$ cat config.mk
export PLATFORM = sky130hd
export DESIGN_NAME = cgra_conf_readback
export DESIGN_NICKNAME = d
export VERILOG_FILES = /design/src/cgra_conf_pkg.sv /design/src/cgra_conf_readback.sv
export SDC_FILE = /design/constraint.sdc
export NUM_CORES = 1
export LEC_CHECK = 0
export ABC_AREA = 1
export BUFFER_PORTS_ARGS = -buffer_cell sky130_fd_sc_hd__buf_2
export CAP_MARGIN = 20
export CORE_ASPECT_RATIO = 1.75
export CORE_MARGIN = 2
export CORE_UTILIZATION = 43
export DETAILED_ROUTE_END_ITERATION = 8
export PLACE_DENSITY_LB_ADDON = 0.12
export REMOVE_ABC_BUFFERS = 1
export SLEW_MARGIN = 10
export SYNTH_ARGS = -nofsm -noshare
export SYNTH_HDL_FRONTEND = slang
export SYNTH_SLANG_ARGS = --single-unit
export TNS_END_PERCENT = 20
$ cat constraint.sdc
create_clock -name clk -period 1.1 [get_ports clk]
set_input_delay 0.22 -clock clk [delete_from_list [all_inputs] [get_ports clk]]
set_output_delay 0.22 -clock clk [all_outputs]
set_load 0.05 [all_outputs]
$ cat src/cgra_conf_pkg.sv
package cgra_conf_pkg;

  localparam int INST_ADDR_W  = 8;
  localparam int INST_W       = 16;
  localparam int CONST_ADDR_W = 4;
  localparam int CONST_W      = 16;
  localparam int PC_W         = 8;
  localparam int THREAD_W     = 3;
  localparam int RD_W         = 32;
  localparam int PE_ID_W      = 16;

  // Configuration word types.
  localparam logic [7:0] NOT_CONF         = 8'd0;
  localparam logic [7:0] SET_INSTRUCTION  = 8'd1;
  localparam logic [7:0] SET_CONST        = 8'd2;
  localparam logic [7:0] SET_PC_MAX       = 8'd3;
  localparam logic [7:0] SET_PC_LOOP      = 8'd4;
  localparam logic [7:0] SET_STORE_IGNORE = 8'd5;
  localparam logic [7:0] SET_QTD_LOW      = 8'd6;
  localparam logic [7:0] SET_QTD_HIGH     = 8'd7;

  // Readback field select.
  localparam logic [2:0] RD_INSTR    = 3'd0;
  localparam logic [2:0] RD_CONST    = 3'd1;
  localparam logic [2:0] RD_PC_MAX   = 3'd2;
  localparam logic [2:0] RD_PC_LOOP  = 3'd3;
  localparam logic [2:0] RD_IGNORE   = 3'd4;
  localparam logic [2:0] RD_QTD_LOW  = 3'd5;
  localparam logic [2:0] RD_QTD_HIGH = 3'd6;
  localparam logic [2:0] RD_THREAD   = 3'd7;

  // One bus word, seen as an instruction write or as a data write.
  typedef union packed {
    struct packed {
      logic [7:0]  pad;
      logic [15:0] instruction;
      logic [11:0] inst_addr;
      logic [3:0]  thread;
      logic [15:0] pe_id;
      logic [7:0]  conf_type;
    } inst;
    struct packed {
      logic [31:0] value;
      logic [3:0]  const_addr;
      logic [3:0]  thread;
      logic [15:0] pe_id;
      logic [7:0]  conf_type;
    } data;
  } conf_word_t;

endpackage
$ cat src/cgra_conf_readback.sv
`timescale 1ns/100ps

module cgra_conf_readback #(
  parameter int NUM_PE = 4
) (
  input  logic                                  clk,
  input  logic                                  rst,
  input  logic [$clog2(NUM_PE)-1:0]             rd_pe,
  input  logic [NUM_PE*cgra_conf_pkg::RD_W-1:0] pe_rd_bus,
  output logic [cgra_conf_pkg::RD_W-1:0]        rd_data
);

  logic [cgra_conf_pkg::RD_W-1:0] sel_word;

  assign sel_word = pe_rd_bus[rd_pe*cgra_conf_pkg::RD_W +: cgra_conf_pkg::RD_W];

  always_ff @(posedge clk) begin
    if (rst) begin
      rd_data <= '0;
    end else begin
      rd_data <= sel_word; // One cycle of read latency.
    end
  end

endmodule

* Word level (Yosys, flattened, before mapping)
Index checks and enable logic that the tools add are counted.
Widths: inputs -> output; s select.
** Word-level totals
- Memory bits (read-only) :: 0
- Register bits after elaboration :: 32
- RAM bits :: 0
- Bits in latches :: 0
- Input bits :: 132
- Output and inout port bits :: 32
- Word-level logic and storage cells :: 2
- Memories kept :: 0
** Operators by class
- Mux-type cells :: 0
- Add/subtract/negate cells :: 0
- Div/mod/pow operators :: 0
- $lt $le $gt $ge :: 0
- Multipliers :: 0
- Shift-type cells :: 1
- Equality and inequality tests :: 0
- Bitwise gates (word level) :: 0
- Reduce and logical (&&, ||, !) cells :: 0
** Operators by type and width (number)
- $shiftx 128x8->32 :: 1

* Logic depth before layout (Yosys ltp)
- Depth after elaboration :: 1
- Mapped depth :: 5

* Worst setup path before layout
Ideal clock, no wire load.
- Kind :: input-to-reg
- Start :: in rd_pe[1]
- End :: reg rd_data[10] in the netlist's numbering
- Required time :: 1034 ps
- Stages on the path :: 5
- Setup time :: 66 ps
- Setup slack :: 254 ps
- Arrival time :: 780 ps
- Cells stage by stage :: buf_2 > inv_4 > buf_6 > nand3_2 > a21oi_2
** Between the ends
- Cells in the longest elaborated chain, start to end :: 1
** RTL lines
- from (decl) :: RTL line cgra_conf_readback.sv:8 : input logic [$clog2(NUM_PE)-1:0] rd_pe,
- $shiftx 128x8->32 :: RTL line cgra_conf_readback.sv:15 : assign sel_word = pe_rd_bus[rd_pe*cgra_conf_pkg::RD_W +: cgra_conf_pkg::RD_W];
- to (signal assigned) :: RTL line cgra_conf_readback.sv:21 : rd_data <= sel_word;
- to (decl) :: RTL line cgra_conf_readback.sv:10 : output logic [cgra_conf_pkg::RD_W-1:0] rd_data
Every way passes these cells.
A chain may end at the register's enable or synchronous reset.

* Worst setup path after layout
- Start :: reg rd_data[15] in the netlist's numbering
- End :: out rd_data[15] in the netlist's numbering
No word-level cell between the ends.

==> key figures <==
GRT
  • Initial antenna violation count: 0
  • Total global-route track usage: 19.9%
  • Vias in the first global route: 2601
  • GR Overflow Total: 0
  • First-pass GRT wire length: 10800 um
  • Pin count of the biggest net entering global routing: 52

Clock tree
  • TritonCTS Buffers: 5
  • CTS sink count: 32
  • CTS Hold Bufs: 0
  • Root Buffer: clkbuf_8
  • CTS resizes: 2
  • CTS tree: yes
  • H-tree Lvls: 2
  • Worst-case clock buffer depth: 2
  • Post-CTS Setup Inserts: 0
  • CTS clk-pin slew, worst paths: around 70 ps

STA
  • Fin. max-slew vios: 0
  • RSZ-0062 raised after global routing: false
  • Slew Limit Headroom: 81.8%
  • Final min period: 1070 ps
  • Fmax: 934 MHz
  • Setup-failing EPs final: 0
  • Worst setup margin: 29.0 ps
  • Fin crit share: a little over nine tenths
  • Worst-Margin Slew: about 270 ps
  • Fin Setup TNS: 0 ps
  • Final Hold Viols: 0

Final layout
  • Biggest regs: rd_data: 32 flops
  • Area grow syn2layout: 39.1%
  • Max reg flops: 32
  • Largest Register: rd_data
  • Layout cells sized above 1: 45.3%
  • Nets@finish: ~700
  • Utilization after layout: 61.3%
  • Number of diodes: 0

Synth
  • Post-Syn Area: 2570 um^2
  • Synth cell types: 13
  • Post-synth top area share: between 20% and 30%
  • Ranking of synthesized cells by area: dfxtp_1, inv_1, nand2_1
  • Synthesis Warnings: 0
  • Syn avg cell area: 6.28 um^2
  • Synthesis-stage register bit count: 32
  • Dominant cell type by area after synthesis: dfxtp_1
  • Post-synthesis sequential area ratio: 24.9%
  • Cells after synthesis: 409

Setup path
  • Crit-path max cell delay: 300 ps
  • Delay-heaviest family, CP: flip-flops
  • Critical path launch point type: flop
  • Max FO, Critical Path: 1
  • Critical path cell sequence: buf_2
  • CP max-delay cell: dfxtp_1
  • Setup CP Type: flop to output pin
  • Critical path buffers and inverters: 1
  • Data arrival, critical path: around 850 ps
  • CP required: 880 ps
  • CP endpoint kind: output pin

Pwr
  • PD cells: 978 nW/um^2
  • VDD IR max: 0.565 mV
  • Lkg Pwr: 2.28 nW

Floorplanning
  • Starting Density: between 40% and 50%
  • Ports: approximately 160
  • Die X: between 60 and 70 um
  • Die H: 106 um
  • Die Area: 6630 um^2
  • Cell Rows: 37
  • Core Box Area: 5830 um^2

Drt
  • Wire length per cell after detailed routing: 10.3 um
  • Vias per std cell: roughly 4.4
  • DR vias: between 2000 and 3000
  • DR iter-0 viols: 162
  • DRC Markers: 0
  • Final wirelength: 6640 um
  • Drt first pass iters: 6
  • Routed Antenna Nets: 0

Placement
  • Gpl congestion: 0.797
  • DP HPWL: between 5000 and 6000 um
  • Post-place setup slack: 93.4 ps
  • PortBufs: around 160

Flow run
  • Max Cap Viol: 0

Hold path
  • Hold Path Class: input pin to flop

Status
  • Status: completed
-- area by class of cell --
type                    instances  area, um^2
fillers                       622        2260
multi-input cells             224        1260
repair buffers                173         998
flip-flops and latches         32         641
inverters                     130         490
well taps                      78        97.6
clock buffers                   8        90.1
-- per-stage QoR --
stage	power, W	cell area [um^2]	cells	hold slack, ps
6_report	0.00349	3570	645	273
3_5_place_dp	0.00258	3450	637	568
5_1_grt	0.00370	3570	645	280
2_1_floorplan	0.00205	2390	386	282
4_1_cts	0.00352	3550	645	264
3_3_place_gp	0.00256	3450	637	563
-- path summary, 6_finish.rpt --
check / endpoint / slack (ps) / cells after the start / startpoint
worst max-delay path: rd_data[15] / 30 / 1 / rd_data[15]
worst min-delay path: rd_data[14] / 270 / 5 / pe_rd_bus[14]
-- cells in the final DEF, fill, tap and decap left out --
cell,synthesis,final
a21oi_1,4,4
clkbuf_4,0,11
inv_1,128,128
buf_2,13,150
nand3_1,36,36
dfxtp_1,32,32
nand3_2,28,28
nand2_2,20,20
inv_2,1,1
a21oi_2,28,28
inv_4,1,1
nand2_1,108,108
buf_4,0,6
clkbuf_8,0,6
buf_12,0,6
clkbuf_1,0,2
-- cell families (layout without fill, tap and decap cells) --
kind of cell | count (synthesis) | after routing | share of synthesized area, %
AND/OR/NAND/NOR | 192 | 192 | 38.6
flip-flops | 32 | 32 | 24.9
AO/OA/AOI/OAI | 32 | 32 | 10.3
buffers and inverters | 153 | 311 | 26.2
-- synthesized netlist by cell type (all sizes together) --
library cell	n
nand3	64
inv	130
dfxtp	32
nand2	128
buf	23
a21oi	32
-- power by group --
part | internal [W] | switching [W]
clock network | 0.000510 | 0.000425
logic | 0.000491 | 0.000795
registers | 0.00125 | 0.0000244
-- routing by layer --
layer  track usage [%]  vias up  wire, um
met3              3.70        8       426
li1                  -     1485         -
met4              6.98        0       110
met2              39.1      106      3650
met1              20.5     1212      2450
met5                 0        -         0
Power figures use the tool's default switching activity.
