[src/cgra_conf_pkg.sv]
package cgra_conf_pkg;

  localparam int INST_ADDR_W  = 8;
  localparam int INST_W       = 16;
  localparam int CONST_ADDR_W = 4;
  localparam int CONST_W      = 16;
  localparam int PC_W         = 8;
  localparam int THREAD_W     = 3;
  localparam int RD_W         = 32;
  localparam int PE_ID_W      = 16;

  // Configuration word types.
  localparam logic [7:0] NOT_CONF         = 8'd0;
  localparam logic [7:0] SET_INSTRUCTION  = 8'd1;
  localparam logic [7:0] SET_CONST        = 8'd2;
  localparam logic [7:0] SET_PC_MAX       = 8'd3;
  localparam logic [7:0] SET_PC_LOOP      = 8'd4;
  localparam logic [7:0] SET_STORE_IGNORE = 8'd5;
  localparam logic [7:0] SET_QTD_LOW      = 8'd6;
  localparam logic [7:0] SET_QTD_HIGH     = 8'd7;

  // Readback field select.
  localparam logic [2:0] RD_INSTR    = 3'd0;
  localparam logic [2:0] RD_CONST    = 3'd1;
  localparam logic [2:0] RD_PC_MAX   = 3'd2;
  localparam logic [2:0] RD_PC_LOOP  = 3'd3;
  localparam logic [2:0] RD_IGNORE   = 3'd4;
  localparam logic [2:0] RD_QTD_LOW  = 3'd5;
  localparam logic [2:0] RD_QTD_HIGH = 3'd6;
  localparam logic [2:0] RD_THREAD   = 3'd7;

  // One bus word, seen as an instruction write or as a data write.
  typedef union packed {
    struct packed {
      logic [7:0]  pad;
      logic [15:0] instruction;
      logic [11:0] inst_addr;
      logic [3:0]  thread;
      logic [15:0] pe_id;
      logic [7:0]  conf_type;
    } inst;
    struct packed {
      logic [31:0] value;
      logic [3:0]  const_addr;
      logic [3:0]  thread;
      logic [15:0] pe_id;
      logic [7:0]  conf_type;
    } data;
  } conf_word_t;

endpackage
[src/cgra_conf_reader_pe.sv]
`timescale 1ns/100ps

module cgra_conf_reader_pe #(
  parameter logic [cgra_conf_pkg::PE_ID_W-1:0] PE_ID = '0
) (
  input  logic                                   clk,
  input  logic                                   rst,
  input  logic [63:0]                            conf_bus,
  output logic                                   instruction_we,
  output logic [cgra_conf_pkg::INST_ADDR_W-1:0]  instruction_addr,
  output logic [cgra_conf_pkg::INST_W-1:0]       instruction_data,
  output logic                                   const_we,
  output logic [cgra_conf_pkg::CONST_ADDR_W-1:0] const_waddr,
  output logic [cgra_conf_pkg::CONST_W-1:0]      const_data,
  output logic                                   pc_max_we,
  output logic [cgra_conf_pkg::PC_W-1:0]         pc_max,
  output logic                                   pc_loop_we,
  output logic [cgra_conf_pkg::PC_W-1:0]         pc_loop,
  output logic                                   ignore_we,
  output logic [cgra_conf_pkg::PC_W-1:0]         ignore_data,
  output logic                                   qtd_we_low,
  output logic [31:0]                            qtd_low,
  output logic                                   qtd_we_high,
  output logic [31:0]                            qtd_high,
  output logic [cgra_conf_pkg::THREAD_W-1:0]     thread_id
);

  cgra_conf_pkg::conf_word_t word_q;
  logic                      id_match;

  always_ff @(posedge clk) begin
    if (rst) begin
      word_q <= '0;
    end else begin
      word_q <= conf_bus; // Stage 1.
    end
  end

  assign id_match = (word_q.inst.pe_id == PE_ID);

  always_ff @(posedge clk) begin
    if (rst) begin
      instruction_we <= 1'b0;
      const_we       <= 1'b0;
      pc_max_we      <= 1'b0;
      pc_loop_we     <= 1'b0;
      ignore_we      <= 1'b0;
      qtd_we_low     <= 1'b0;
      qtd_we_high    <= 1'b0;
    end else begin
      instruction_we <= 1'b0;
      const_we       <= 1'b0;
      pc_max_we      <= 1'b0;
      pc_loop_we     <= 1'b0;
      ignore_we      <= 1'b0;
      qtd_we_low     <= 1'b0;
      qtd_we_high    <= 1'b0;
      if (id_match) begin
        case (word_q.inst.conf_type)
          cgra_conf_pkg::SET_INSTRUCTION:  instruction_we <= 1'b1;
          cgra_conf_pkg::SET_CONST:        const_we <= 1'b1;
          cgra_conf_pkg::SET_PC_MAX:       pc_max_we <= 1'b1;
          cgra_conf_pkg::SET_PC_LOOP:      pc_loop_we <= 1'b1;
          cgra_conf_pkg::SET_STORE_IGNORE: ignore_we <= 1'b1;
          cgra_conf_pkg::SET_QTD_LOW:      qtd_we_low <= 1'b1;
          cgra_conf_pkg::SET_QTD_HIGH:     qtd_we_high <= 1'b1;
          default: ; // NOT_CONF and unknown codes.
        endcase
      end
    end
  end

  // Payload follows the enables, truncated to the store widths.
  always_ff @(posedge clk) begin
    instruction_addr <= word_q.inst.inst_addr[cgra_conf_pkg::INST_ADDR_W-1:0];
    instruction_data <= word_q.inst.instruction;
    const_waddr      <= word_q.data.const_addr;
    const_data       <= word_q.data.value[cgra_conf_pkg::CONST_W-1:0];
    pc_max           <= word_q.data.value[cgra_conf_pkg::PC_W-1:0];
    pc_loop          <= word_q.data.value[cgra_conf_pkg::PC_W-1:0];
    ignore_data      <= word_q.data.value[cgra_conf_pkg::PC_W-1:0];
    qtd_low          <= word_q.data.value;
    qtd_high         <= word_q.data.value;
    thread_id        <= word_q.inst.thread[cgra_conf_pkg::THREAD_W-1:0];
  end

endmodule

[config.mk]
export PLATFORM = sky130hd
export DESIGN_NAME = cgra_conf_reader_pe
export DESIGN_NICKNAME = d
export VERILOG_FILES = /design/src/cgra_conf_pkg.sv /design/src/cgra_conf_reader_pe.sv
export SDC_FILE = /design/constraint.sdc
export NUM_CORES = 1
export LEC_CHECK = 0
export BUFFER_PORTS_ARGS = -buffer_cell sky130_fd_sc_hd__buf_2
export CORE_AREA = 2 2 99 101
export CTS_CLUSTER_DIAMETER = 200
export DETAILED_ROUTE_END_ITERATION = 8
export DIE_AREA = 0 0 101 103
export HOLD_SLACK_MARGIN = 0.15
export PLACE_DENSITY = 0.73
export SYNTH_ARGS = -nofsm -noshare
export SYNTH_HDL_FRONTEND = slang
export SYNTH_SLANG_ARGS = --single-unit
[constraint.sdc]
create_clock -name clk -period 1.64 [get_ports clk]
set_input_delay 0 -clock clk [delete_from_list [all_inputs] [get_ports clk]]
set_output_delay 0 -clock clk [all_outputs]
set_load 0.03 [all_outputs]
Yosys cells after proc, flatten, opt, wreduce, memory -nomap -nowiden
Cells that the tools add are included.

operators by class
  equal/unequal tests = 7
  mux-type cells = 7
  bitwise logic cells = 1
  reduce and logical (&&, ||, !) cells = 2

operator list
  operator                                                                count
  8-bit by 3-bit equality test with 1-bit output (second input constant)  4
  8-bit by 2-bit equality test with 1-bit output (second input constant)  2
  16-bit logical NOT                                                      1
  8-bit by 1-bit equality test with 1-bit output (second input constant)  1
  1-bit 2-to-1 mux                                                        7
  2-bit OR reduction                                                      1
  1-bit NOT                                                               1

word-level totals
  register bits after elaboration = 158
  input port bits = 66
  output and inout bits = 142
  logic and storage cells = 32

Logic depth before layout (Yosys ltp)
  depth in word-level cells = 3
  gate-level depth with buffers = 4
  gate-level depth less buffers = 3

Worst setup path before layout
No wires, ideal clock.

  path kind = register to register
  start = register word_q[3] (netlist name)
  end = register pc_loop_we
  setup time = 0.074 ns
  arrival time = 1.521 ns
  data required time = 1.566 ns
  slack = 0.045 ns
  cell stages (with the launch flop) = 5
  cell sequence = dfxtp_1 -> or4_1 -> buf_2 -> or4b_1 -> nor3_2

between the ends
  cells in the longest elaborated chain, start to end = 2

RTL lines
  item                                            line                       RTL
  from (decl)                                     cgra_conf_reader_pe.sv:28  cgra_conf_pkg::conf_word_t word_q;
  from (signal assigned)                          cgra_conf_reader_pe.sv:35  word_q <= conf_bus;
  8-bit by 3-bit equality test with 1-bit output  cgra_conf_reader_pe.sv:59  case (word_q.inst.conf_type)
  1-bit 2-to-1 mux                                cgra_conf_reader_pe.sv:59
  to (signal assigned)                            cgra_conf_reader_pe.sv:46  pc_loop_we <= 1'b0;
  to (signal assigned)                            cgra_conf_reader_pe.sv:54  pc_loop_we <= 1'b0;
  to (signal assigned)                            cgra_conf_reader_pe.sv:63  cgra_conf_pkg::SET_PC_LOOP: pc_loop_we <= 1'b1;
  to (decl)                                       cgra_conf_reader_pe.sv:17  output logic pc_loop_we,

Every way passes these cells.
A chain may end at the register's enable or synchronous reset.

Worst setup path after layout
Ends and elaborated chain as after synthesis.

==> flow_metrics.env <==
export IMPL_final_hold_viol_count=0
export IMPL_track_usage=0.129
export IMPL_period_share=0.966
export IMPL_maxCapViolCount=0
export IMPL_clk_latency_ns=0.35
export IMPL_yosys_area_share_xor_xnor=0
export IMPL_final_net_count=544
export IMPL_drtPass1Iterations=4
export IMPL_min_period_ns=1.58
export IMPL_seqPwrFrac=0.532
export IMPL_antenna_found_initial=1
export IMPL_numCtsBuffers=9
export IMPL_grt_pass1_vias=2181
export IMPL_viasPerCell=4.01
export IMPL_leakage_uw=0.00240
export IMPL_fp_dieW_um=101
export IMPL_drive_gt1_frac=0.470
export IMPL_synthAdderAreaFrac=0
export IMPL_synth_seq_cells=109
export IMPL_cts_sinks=109
export IMPL_dp_hpwl_um=4680
export IMPL_syn_area_per_cell_um2=11.6
export IMPL_netlist_top_cells_count="dfxtp_1, buf_4, nor2b_1"
export IMPL_drtIter0Drc=37
export IMPL_powerDensity_nw_per_um2=1120
export IMPL_fin_util=0.506
export IMPL_gp_congestion=0.649
export IMPL_synthSimpleGateAreaFrac=0.156
export IMPL_rows=36
export IMPL_yosys_area_top_type="dfxtp_1"
export IMPL_fin_skew_ns=0.0108
export IMPL_core_area_um2=9460
export IMPL_yosys_warnings=0
export IMPL_dieHeight_um=103
export IMPL_multiInputGateArea_um2=554
export IMPL_fmax_mhz=631
export IMPL_port_buffers=206
export IMPL_switching_share=0.280
export IMPL_synthFlopType="dfxtp_1"
export IMPL_min_from="word_q[51]"
export IMPL_maxSlewViolCount=0
export IMPL_tightest_slew_ns=0.615
export IMPL_r2r_end="pc_loop_we"
export IMPL_critPathLaunchType="register"
export IMPL_cts_tree="done"
export IMPL_drcViolationCount=0
export IMPL_synthesis_nets=365
export IMPL_cts_root_buffer="clkbuf_8"
export IMPL_combPwrFrac=0.156
export IMPL_holdPathStages=0
export IMPL_ys_types=15
export IMPL_min_to="qtd_high[19]"
export IMPL_vias=2400
export IMPL_register_area_um2=2180
export IMPL_irDropWorstVdd_mv=0.525
export IMPL_num_fill_cells=831
export IMPL_crit_type="register to register"
export IMPL_status="finished, final reports clean"
export IMPL_syn_to_final_growth_pct=37.7
export IMPL_synth_edf_count=0
export IMPL_crit_fanout=3
export IMPL_power_switching_uw=1490
export IMPL_synth_most_common_cell="dfxtp_1"
export IMPL_netlist_top_cells_area="dfxtp_1, buf_4, nor2b_1, nor4_1, nand3b_1"
export IMPL_ant_nets=0
export IMPL_worstPathArrival_ns=1.88
export IMPL_hp_class="register to register"
export IMPL_wl_um=7090
export IMPL_synth_compound_area_share=0
export IMPL_cts_buffer_depth=2
export IMPL_dieArea_um2=10400
export IMPL_synth_top_family_by_area="buffers and inverters"
export IMPL_synth_area_um2=3470
export IMPL_relSlewSlack=0.590
export IMPL_grt_ovfl_total=0
export IMPL_worst_setup_path_end_kind="register"
export IMPL_ff2ff_path_depth=3
export IMPL_fin_setup_tns_ns=0
export IMPL_r2r_start="word_q[3]"
export IMPL_worstPathRequired_ns=1.93
export IMPL_grt_pass1_wl_um=9980
export IMPL_hold_slack_ns=0.320
export IMPL_p_int_uw=3840
export IMPL_synthMuxAreaShare=0
export IMPL_synthArstFlopShare=0
export IMPL_grt_max_degree=64
export IMPL_avgRoutedWirePerCell_um=11.9
export IMPL_cts_max_level=3
export IMPL_reg2reg_slack_ns=0.06
export IMPL_syn_inst=299
export IMPL_io_pins=208
export IMPL_yosysTopAreaCellShare=0.628
export IMPL_yosysSeqAreaShare=0.628
export IMPL_path_clk_slew_ns=0.11
export IMPL_pwr_share_clk=0.312
export IMPL_setup_viol=0
export IMPL_start_util=0.367
area by class of cell:
cell class	instances	share of cell area
clock inverter	7	0.0191
sequential	109	0.456
antenna	1	0.000523
clock buffer	9	0.0259
multi-input combinational	86	0.116
timing repair buffer	272	0.353
tap	114	0.0298
flip-flops by register name, summed over array words and instances (netlist names):
signal            flops
const_we              1
qtd_we_high           1
word_q               63
ignore_we             1
const_waddr           3
pc_loop_we            1
qtd_high             32
pc_max_we             1
instruction_we        1
thread_id             3
qtd_we_low            1
instruction_addr      1
timing repair:
action | 4_1_cts | 5_1_grt
gates resized for setup | 0 | 3
setup buffers | 0 | 0
hold endpoints to repair | 67 | 0
endpoints found under the setup margin | 0 | 1
hold buffers | 64 | 0
stage by stage:
step,instances,setup slack [ns],total power [uW],cell area (um2)
after floorplan,299,0.0454,3520,3470
after global placement,517,0.121,3600,3910
after detailed placement,517,0.0894,3610,3910
after CTS,597,0.0619,5420,4770
after global routing,598,-0.00403,5600,4780
final,598,0.0558,5340,4780
placed cells by master (no fill, tap or decap), types with 2 or more instances in the layout:
| cell | synthesis | layout |
|---|---|---|
| clkbuf_8 | 0 | 9 |
| nor2b_1 | 63 | 63 |
| buf_2 | 1 | 206 |
| dfxtp_1 | 109 | 109 |
| dlygate4sd3_1 | 0 | 64 |
| buf_4 | 96 | 2 |
| nand2_1 | 2 | 2 |
| nand3_1 | 2 | 2 |
| nor4_1 | 9 | 9 |
| inv_6 | 0 | 2 |
| nand3b_1 | 3 | 3 |
| nor2_1 | 2 | 2 |
logic make-up after synthesis:
| group | after synthesis |
|---|---|
| AND/OR/NAND/NOR | 86 |
| flip-flops | 109 |
| buffers and inverters | 104 |
per-layer routing:
| layer | global-route usage | vias to the layer above | wire length, um | part of all wire |
|---|---|---|---|---|
| met4 | 0.0624 | 0 | 119 | 0.017 |
| li1 | - | 1192 | - | - |
| met1 | 0.125 | 1077 | 2620 | 0.37 |
| met5 | 0 | - | 0 | 0 |
| met2 | 0.248 | 121 | 3860 | 0.54 |
| met3 | 0.0407 | 10 | 493 | 0.070 |
worst max-delay path, stage by stage (launching register included):
cell	delay (ns)
dfxtp_1	0.31
or4_4	0.54
or4b_4	0.51
nor3_4	0.16
power by group through the flow:
stage	combinational (uW)	clock, uW	sequential (uW)
3_5_place_dp	711	0	2900
3_3_place_gp	706	0	2900
5_1_grt	887	1850	2860
4_1_cts	828	1750	2840
6_report	832	1660	2840
2_1_floorplan	520	0	3000
worst max path at each step:
stage / from / slack (ns) / cells past startpoint / endpoint
after floorplan: word_q[3] / 0.05 / 4 / pc_loop_we
after global placement: word_q[3] / 0.12 / 3 / pc_loop_we
after detailed placement: word_q[3] / 0.09 / 3 / pc_loop_we
after CTS: word_q[3] / 0.06 / 3 / pc_loop_we
after global routing: word_q[3] / -0.004 / 3 / pc_loop_we
final: word_q[3] / 0.06 / 3 / pc_loop_we
Power figures use the tool's default switching activity.
