`src/cgra_conf_pkg.sv`:
```
package cgra_conf_pkg;

  localparam int INST_ADDR_W  = 8;
  localparam int INST_W       = 16;
  localparam int CONST_ADDR_W = 4;
  localparam int CONST_W      = 16;
  localparam int PC_W         = 8;
  localparam int THREAD_W     = 3;
  localparam int RD_W         = 32;
  localparam int PE_ID_W      = 16;

  // Configuration word types.
  localparam logic [7:0] NOT_CONF         = 8'd0;
  localparam logic [7:0] SET_INSTRUCTION  = 8'd1;
  localparam logic [7:0] SET_CONST        = 8'd2;
  localparam logic [7:0] SET_PC_MAX       = 8'd3;
  localparam logic [7:0] SET_PC_LOOP      = 8'd4;
  localparam logic [7:0] SET_STORE_IGNORE = 8'd5;
  localparam logic [7:0] SET_QTD_LOW      = 8'd6;
  localparam logic [7:0] SET_QTD_HIGH     = 8'd7;

  // Readback field select.
  localparam logic [2:0] RD_INSTR    = 3'd0;
  localparam logic [2:0] RD_CONST    = 3'd1;
  localparam logic [2:0] RD_PC_MAX   = 3'd2;
  localparam logic [2:0] RD_PC_LOOP  = 3'd3;
  localparam logic [2:0] RD_IGNORE   = 3'd4;
  localparam logic [2:0] RD_QTD_LOW  = 3'd5;
  localparam logic [2:0] RD_QTD_HIGH = 3'd6;
  localparam logic [2:0] RD_THREAD   = 3'd7;

  // One bus word, seen as an instruction write or as a data write.
  typedef union packed {
    struct packed {
      logic [7:0]  pad;
      logic [15:0] instruction;
      logic [11:0] inst_addr;
      logic [3:0]  thread;
      logic [15:0] pe_id;
      logic [7:0]  conf_type;
    } inst;
    struct packed {
      logic [31:0] value;
      logic [3:0]  const_addr;
      logic [3:0]  thread;
      logic [15:0] pe_id;
      logic [7:0]  conf_type;
    } data;
  } conf_word_t;

endpackage
```
`src/cgra_pe_conf_store.sv`:
```
`timescale 1ns/100ps

module cgra_pe_conf_store (
  input  logic                                   clk,
  input  logic                                   rst,
  input  logic                                   instruction_we,
  input  logic [cgra_conf_pkg::INST_ADDR_W-1:0]  instruction_addr,
  input  logic [cgra_conf_pkg::INST_W-1:0]       instruction_data,
  input  logic                                   const_we,
  input  logic [cgra_conf_pkg::CONST_ADDR_W-1:0] const_waddr,
  input  logic [cgra_conf_pkg::CONST_W-1:0]      const_data,
  input  logic                                   pc_max_we,
  input  logic [cgra_conf_pkg::PC_W-1:0]         pc_max,
  input  logic                                   pc_loop_we,
  input  logic [cgra_conf_pkg::PC_W-1:0]         pc_loop,
  input  logic                                   ignore_we,
  input  logic [cgra_conf_pkg::PC_W-1:0]         ignore_data,
  input  logic                                   qtd_we_low,
  input  logic [31:0]                            qtd_low,
  input  logic                                   qtd_we_high,
  input  logic [31:0]                            qtd_high,
  input  logic [cgra_conf_pkg::THREAD_W-1:0]     thread_id,
  input  logic [2:0]                             rd_field,
  input  logic [cgra_conf_pkg::INST_ADDR_W-1:0]  rd_addr,
  output logic [cgra_conf_pkg::RD_W-1:0]         pe_rd_data
);

  logic [cgra_conf_pkg::INST_W-1:0]   imem [0:(1 << cgra_conf_pkg::INST_ADDR_W)-1];
  logic [cgra_conf_pkg::CONST_W-1:0]  cfile [0:(1 << cgra_conf_pkg::CONST_ADDR_W)-1];
  logic [cgra_conf_pkg::PC_W-1:0]     pc_max_q;
  logic [cgra_conf_pkg::PC_W-1:0]     pc_loop_q;
  logic [cgra_conf_pkg::PC_W-1:0]     ignore_q;
  logic [31:0]                        qtd_low_q;
  logic [31:0]                        qtd_high_q;
  logic [cgra_conf_pkg::THREAD_W-1:0] thread_q;
  logic [cgra_conf_pkg::CONST_ADDR_W-1:0] const_raddr;
  logic                               any_we;

  assign any_we = instruction_we | const_we | pc_max_we | pc_loop_we |
                  ignore_we | qtd_we_low | qtd_we_high;
  assign const_raddr = rd_addr[cgra_conf_pkg::CONST_ADDR_W-1:0];

  always_ff @(posedge clk) begin
    if (instruction_we) imem[instruction_addr] <= instruction_data;
    if (const_we) cfile[const_waddr] <= const_data;
  end

  always_ff @(posedge clk) begin
    if (rst) begin
      pc_max_q   <= '0;
      pc_loop_q  <= '0;
      ignore_q   <= '0;
      qtd_low_q  <= '0;
      qtd_high_q <= '0;
      thread_q   <= '0;
    end else begin
      if (pc_max_we) pc_max_q <= pc_max;
      if (pc_loop_we) pc_loop_q <= pc_loop;
      if (ignore_we) ignore_q <= ignore_data;
      if (qtd_we_low) qtd_low_q <= qtd_low;
      if (qtd_we_high) qtd_high_q <= qtd_high;
      if (any_we) thread_q <= thread_id; // Last accepted write.
    end
  end

  // A write in flight is forwarded so a read in the same cycle sees it.
  always_comb begin
    pe_rd_data = '0;
    case (rd_field)
      cgra_conf_pkg::RD_INSTR: begin
        if (instruction_we && instruction_addr == rd_addr)
          pe_rd_data[cgra_conf_pkg::INST_W-1:0] = instruction_data;
        else
          pe_rd_data[cgra_conf_pkg::INST_W-1:0] = imem[rd_addr];
      end
      cgra_conf_pkg::RD_CONST: begin
        if (const_we && const_waddr == const_raddr)
          pe_rd_data[cgra_conf_pkg::CONST_W-1:0] = const_data;
        else
          pe_rd_data[cgra_conf_pkg::CONST_W-1:0] = cfile[const_raddr];
      end
      cgra_conf_pkg::RD_PC_MAX:
        pe_rd_data[cgra_conf_pkg::PC_W-1:0] = pc_max_we ? pc_max : pc_max_q;
      cgra_conf_pkg::RD_PC_LOOP:
        pe_rd_data[cgra_conf_pkg::PC_W-1:0] = pc_loop_we ? pc_loop : pc_loop_q;
      cgra_conf_pkg::RD_IGNORE:
        pe_rd_data[cgra_conf_pkg::PC_W-1:0] = ignore_we ? ignore_data : ignore_q;
      cgra_conf_pkg::RD_QTD_LOW:
        pe_rd_data = qtd_we_low ? qtd_low : qtd_low_q;
      cgra_conf_pkg::RD_QTD_HIGH:
        pe_rd_data = qtd_we_high ? qtd_high : qtd_high_q;
      default:
        pe_rd_data[cgra_conf_pkg::THREAD_W-1:0] = any_we ? thread_id : thread_q;
    endcase
  end

endmodule

```
`config.mk`:
```
export PLATFORM = sky130hd
export DESIGN_NAME = cgra_pe_conf_store
export DESIGN_NICKNAME = d
export VERILOG_FILES = /design/src/cgra_conf_pkg.sv /design/src/cgra_pe_conf_store.sv
export SDC_FILE = /design/constraint.sdc
export NUM_CORES = 2
export LEC_CHECK = 0
export BUFFER_PORTS_ARGS = -buffer_cell sky130_fd_sc_hd__buf_2
export CORE_ASPECT_RATIO = 1.1
export CORE_MARGIN = 5
export CORE_UTILIZATION = 63
export CTS_CLUSTER_SIZE = 8
export DETAILED_ROUTE_END_ITERATION = 16
export GPL_TIMING_DRIVEN = 1
export PLACE_DENSITY_LB_ADDON = 0.05
export SYNTH_ARGS = -nofsm -noshare
export SYNTH_HDL_FRONTEND = slang
export SYNTH_MEMORY_MAX_BITS = 65536
export SYNTH_SLANG_ARGS = --single-unit
```
`constraint.sdc`:
```
create_clock -name clk -period 3.36 [get_ports clk]
set_input_delay 0.168 -clock clk [delete_from_list [all_inputs] [get_ports clk]]
set_output_delay 0.168 -clock clk [all_outputs]
set_load 0.02 [all_outputs]
```
# Word level (Yosys, flattened, before mapping)
# Memory sizes are Yosys's and may differ from the RTL's.
# Cells that the tools add are included.
[totals]
rom_bits = 0
mem_count = 2
ram_bits = 4352
out_inout_bits = 32
latchBits = 0
elab_cells = 41
reg_bits = 91
[classes]
n_lt_le_gt_ge = 0
n_bitwise = 6
muxes = 16
n_addsub = 0
mul = 0
n_eq_ne = 8
shift = 0
n_reduce_logical = 3
n_div = 0
[mem_list]
columns = ["memory", "words", "word_bits", "read_ports", "rd_clocked_by_memory_dff", "wr", "line", "rtl"]
rows = [
  ["imem", 256, 16, 1, 0, 1, "cgra_pe_conf_store.sv:28", "logic [cgra_conf_pkg::INST_W-1:0] imem [0:(1 << cgra_conf_pkg::INST_ADDR_W)-1];"],
  ["cfile", 16, 16, 1, 0, 1, "cgra_pe_conf_store.sv:29", "logic [cgra_conf_pkg::CONST_W-1:0] cfile [0:(1 << cgra_conf_pkg::CONST_ADDR_W)-1];"],
]
[ops]
columns = ["operator", "n"]
rows = [
  ["$mux W32", 2],
  ["$pmux W5 S7", 1],
  ["$mux W16", 2],
  ["$pmux W16 S2", 1],
  ["$pmux W8 S4", 1],
  ["$mux W8", 3],
  ["$pmux W3 S7", 1],
  ["$eq A3 B3 Y1 const B", 3],
  ["$eq A8 B8 Y1", 1],
  ["$eq A3 B2 Y1 const B", 2],
  ["$or A1 B1 Y1", 6],
  ["$eq A4 B4 Y1", 1],
  ["$mux W1", 4],
  ["$eq A3 B1 Y1 const B", 1],
  ["$logic_not A3 Y1", 1],
  ["$mux W3", 1],
  ["$logic_and A1 B1 Y1", 2],
]

# Logic depth before layout (Yosys ltp)
[logic_depth]
ltp_word = 8
depth_mapped = 13
mapped_depth_nobuf = 7

# Worst setup path after synthesis
# No wires, ideal clock.
[synth_path]
path_type = "input to output"
start = "input port rd_addr[1] in the netlist's numbering"
end = "output port pe_rd_data[11] in the netlist's numbering"
cell_stages = 10
path_buffers = 5
arrival_ns = 2.545
required_time_ns = 3.192
slack_ns = 0.647
path_cell_list = "buf_2 -> buf_4 -> buf_4 -> buf_2 -> nor2_1 -> clkbuf_1 -> a221oi_1 -> a211oi_1 -> a31oi_1 -> o31ai_1"
[synth_between]
elab_chain_len = 4
[synth_rtl]
columns = ["element", "line", "rtl"]
rows = [
  ["start, declared", "cgra_pe_conf_store.sv:24", "input logic [cgra_conf_pkg::INST_ADDR_W-1:0] rd_addr,"],
  ["branches (longest 3 deep; another with $mem_v2 Z256 W16)", "-", ""],
  ["$pmux W8 S4 *", "cgra_pe_conf_store.sv:69", "case (rd_field)"],
  ["end, declared", "cgra_pe_conf_store.sv:25", "output logic [cgra_conf_pkg::RD_W-1:0] pe_rd_data"],
]
# Mark *: on every way between the ends.

# Worst setup path in the final report
[layout_path]
start = "memory imem[3][7] in the netlist's numbering"
end = "output port pe_rd_data[7] in the netlist's numbering"
[layout_between]
elab_chain_len = 3
[layout_rtl]
columns = ["element", "line", "rtl"]
rows = [
  ["start, declared", "cgra_pe_conf_store.sv:28", ""],
  ["$mem_v2 Z256 W16", "-", ""],
  ["$mux W16", "cgra_pe_conf_store.sv:71", "if (instruction_we && instruction_addr == rd_addr)"],
  ["$pmux W5 S7", "cgra_pe_conf_store.sv:69", ""],
]
# No other way between the ends.

==> flow_metrics.py <==
metrics = {
    "status": {
        "status": "complete, but fails checks",
        "violations": "negative setup slack",
    },
    "route": {
        "wire_per_inst_um": 37.54,
        "wirelength_mm": 507.0,
        "drc": 0,
        "drtIter0Drc": 14670,
        "vias": 94260,
        "dr.pass1.iters": 6,
        "viasPerCell": 6.979,
        "ant_nets": 0,
    },
    "synth": {
        "synth_area_um2": 171600,
        "syn_avg_cell_area_um2": 21.67,
        "synth_edf_count": 4352,
        "synth_top_flop_cell": "edfxtp_1",
        "ys_ff_latch": 4443,
        "syn_nets": 8071,
        "yosys_warnings": 0,
        "async_flop_share_pct": 0,
        "synthCells": 7916,
        "yosysSeqAreaShare_pct": 77.23,
        "synth.distinct_cells": 75,
    },
    "timing": {
        "grt_setup_unrepaired": "true",
        "period_share_pct": 115.4,
        "setup_violations": 16,
        "hold_violations": 0,
        "worstMarginPinSlew_ps": 1145,
        "period_minus_slack_ps": 3878,
        "fmax_ghz": 0.2579,
        "finClkSkew_ps": 0,
        "worst_slack_ps": -517.7,
        "final_max_slew_viol_count": 0,
        "relSlewSlack_pct": 23.64,
        "finalSetupTns_ps": -4246,
    },
    "cts": {
        "clkTransAtPathRegs_ps": 50,
        "clk_path_buf_depth": 4,
        "cts_made_buffers": 629,
        "htreeDepth": 6,
        "cts_tree": "built",
        "cts_root_buffer": "clkbuf_16",
        "insertion_delay_ps": 940,
        "clock-sinks": 4443,
    },
    "power": {
        "worst_ir_drop_vdd_v": 0.0005895,
        "power_leakage_nw": 68.47,
        "power.total_w": 0.1248,
        "power_density_nw_per_um2": 602.0,
    },
    "setup_path": {
        "crit_top_cell": "mux4_2",
        "worstPathCellList": "mux4_2, mux2i_1, buf_4, mux4_2, nor2_4, nor4_4, or4_4, o21ai_4, buf_6",
        "slowest_delay_ps": 700,
        "setup.worst_path.start_class": "flip-flop",
        "required_ps": 3190,
        "crit_fanout": 1,
        "cp-end-kind": "output port",
        "cp_slowest_cell": "nor4_4",
        "path_class": "reg2out",
        "worst-endpoint-arrival_ps": 3710,
    },
    "min_path": {
        "min_path_type": "in2reg",
    },
    "flow_run": {
        "maxCapViolCount": 0,
    },
    "placement": {
        "portBuffers": 186,
        "gp_congestion": 0.9164,
        "post-dp-hpwl_mm": 312.3,
    },
    "floorplan": {
        "core_um2": 271900,
        "die_h_um": 557.3,
        "initial_core_util_pct": 63.11,
        "die_w_um": 507.6,
        "rows": 201,
        "die-area_um2": 282900,
        "io_pins": 187,
    },
    "grt": {
        "first_global_vias": 95570,
        "grt_pass1_wl_mm": 716.0,
        "overflow": 0,
        "antenna_found_initial": 22,
        "track_usage_pct": 36.08,
        "grt_max_degree": 193,
    },
    "layout": {
        "drive_gt1_share_pct": 34.88,
        "area_growth_pct": 20.81,
        "final_nets": 9920,
    },
}
## area by class of cell
| class | count | area [µm²] |
|---|---|---|
| Antenna cell | 9 | 22.52 |
| Tap cell | 3654 | 4572 |
| Multi-Input combinational cell | 2996 | 37990 |
| Clock buffer | 659 | 16000 |
| Fill cell | 14140 | 64590 |
| Inverter | 7 | 31.28 |
| Sequential cell | 4443 | 132500 |
| Clock inverter | 50 | 913.4 |
| Timing Repair Buffer | 1688 | 15230 |
## metrics by stage
step	utilization [%]	hold slack [ps]	cells	instance area, µm²	setup WS (ps)
after CTS	76.09	37.05	13490	206900	-567.0
final	76.24	85.63	13510	207300	-517.7
after global routing	76.24	83.67	13500	207300	-544.4
after floorplan	-	266.9	7916	171600	647.0
after global placement	68.28	427.1	12480	185600	-1193
after detailed placement	68.29	437.0	12480	185600	-821.9
## critical path: cells and delay by family (launching register included)
family	cells	cell delay, ps
multiplexers	3	990
buffers and inverters	2	280
AND/OR/NAND/NOR	3	1050
flip-flops	1	370
AO/OA/AOI/OAI	1	60
## power breakdown
part | total, W | switching [W] | leakage (nW) | internal [W]
logic | 0.00769 | 0.00459 | 20.3 | 0.00310
registers | 0.0613 | 0.0000716 | 39.9 | 0.0612
clock network | 0.0558 | 0.0223 | 8.26 | 0.0335
## sequential cells by signal, indices dropped and copies added, names as in the netlist
register,cells
imem,4096
pc_loop_q,8
pc_max_q,8
cfile,256
ignore_q,8
thread_q,3
qtd_high_q,32
qtd_low_q,32
## cell usage in the layout, fill, tap and decap left out, drive strengths merged, types with 35 or more instances in the layout
master | netlist | final
clkbuf | 175 | 672
buf | 295 | 1363
edfxtp | 4352 | 4352
o21ai | 60 | 60
mux4 | 1068 | 1068
a22oi | 78 | 78
a221oi | 35 | 35
nand2 | 206 | 206
dfxtp | 91 | 91
mux2i | 312 | 312
nor2b | 61 | 61
a21oi | 56 | 56
dlygate4sd3 | 0 | 312
a211oi | 80 | 80
o22ai | 167 | 167
nand3 | 72 | 72
nor2 | 431 | 431
## logic make-up after synthesis
kind of cell    share of synthesized area (%)
xor+xnor                              0.06126
simple gates                            2.506
compound gates                          2.547
mux                                     16.06
buf+inv                                 1.595
flops                                   77.23
## cell usage after synthesis (10+ instances only)
cell type	number	area, µm²
a2111oi_0	15	131.4
a211oi_1	80	600.6
a21oi_1	56	280.3
a221oi_1	25	219.0
a221oi_2	10	150.1
a22o_1	12	105.1
a22oi_1	78	585.6
a311oi_1	23	201.4
a31oi_1	22	137.6
and2_1	10	62.56
and3_1	15	93.84
buf_1	40	150.1
buf_2	121	605.6
buf_4	73	548.0
buf_6	48	540.5
buf_8	11	165.2
clkbuf_1	174	653.1
dfxtp_1	91	1822
edfxtp_1	4352	130700
mux2_2	34	382.9
mux2i_1	312	3123
mux4_2	1068	24050
nand2_1	206	773.2
nand2b_1	17	106.4
nand3_1	72	360.4
nand4_1	22	137.6
nor2_1	431	1618
nor2b_1	61	381.6
nor3_1	34	170.2
nor4_1	27	168.9
o21ai_0	59	295.3
o221ai_1	14	122.6
o22ai_1	167	1045
or2_2	10	62.56
or3_1	18	112.6
xor2_1	10	87.58
## layer usage
layer / up-vias / GRT usage (%) / part of all wire (%)
met5: - / 0 / 0.032
met4: 24 / 16.93 / 5.7
met3: 1258 / 8.630 / 12
met2: 6866 / 55.69 / 47
met1: 49330 / 49.84 / 35
li1: 36780 / - / -
## timing repair
item	in CTS	in global routing
hold buffers	312	0
gates cloned	0	2
endpoints found under the hold margin	1731	0
resized for setup	231	61
setup buffers	0	6
pin swaps	58	34
setup endpoints to repair	16	16
## worst paths after layout
kind                  startpoint        endpoint  slack (ps)  depth (start not counted)
max reg2reg         qtd_low_q[6]    qtd_low_q[6]        1290                          4
min reg2reg       qtd_high_q[11]  qtd_high_q[11]        1070                          3
max                   imem[3][7]   pe_rd_data[7]        -520                          9
min          instruction_addr[2]    imem[157][0]          90                          4
Power figures use the tool's default switching activity.
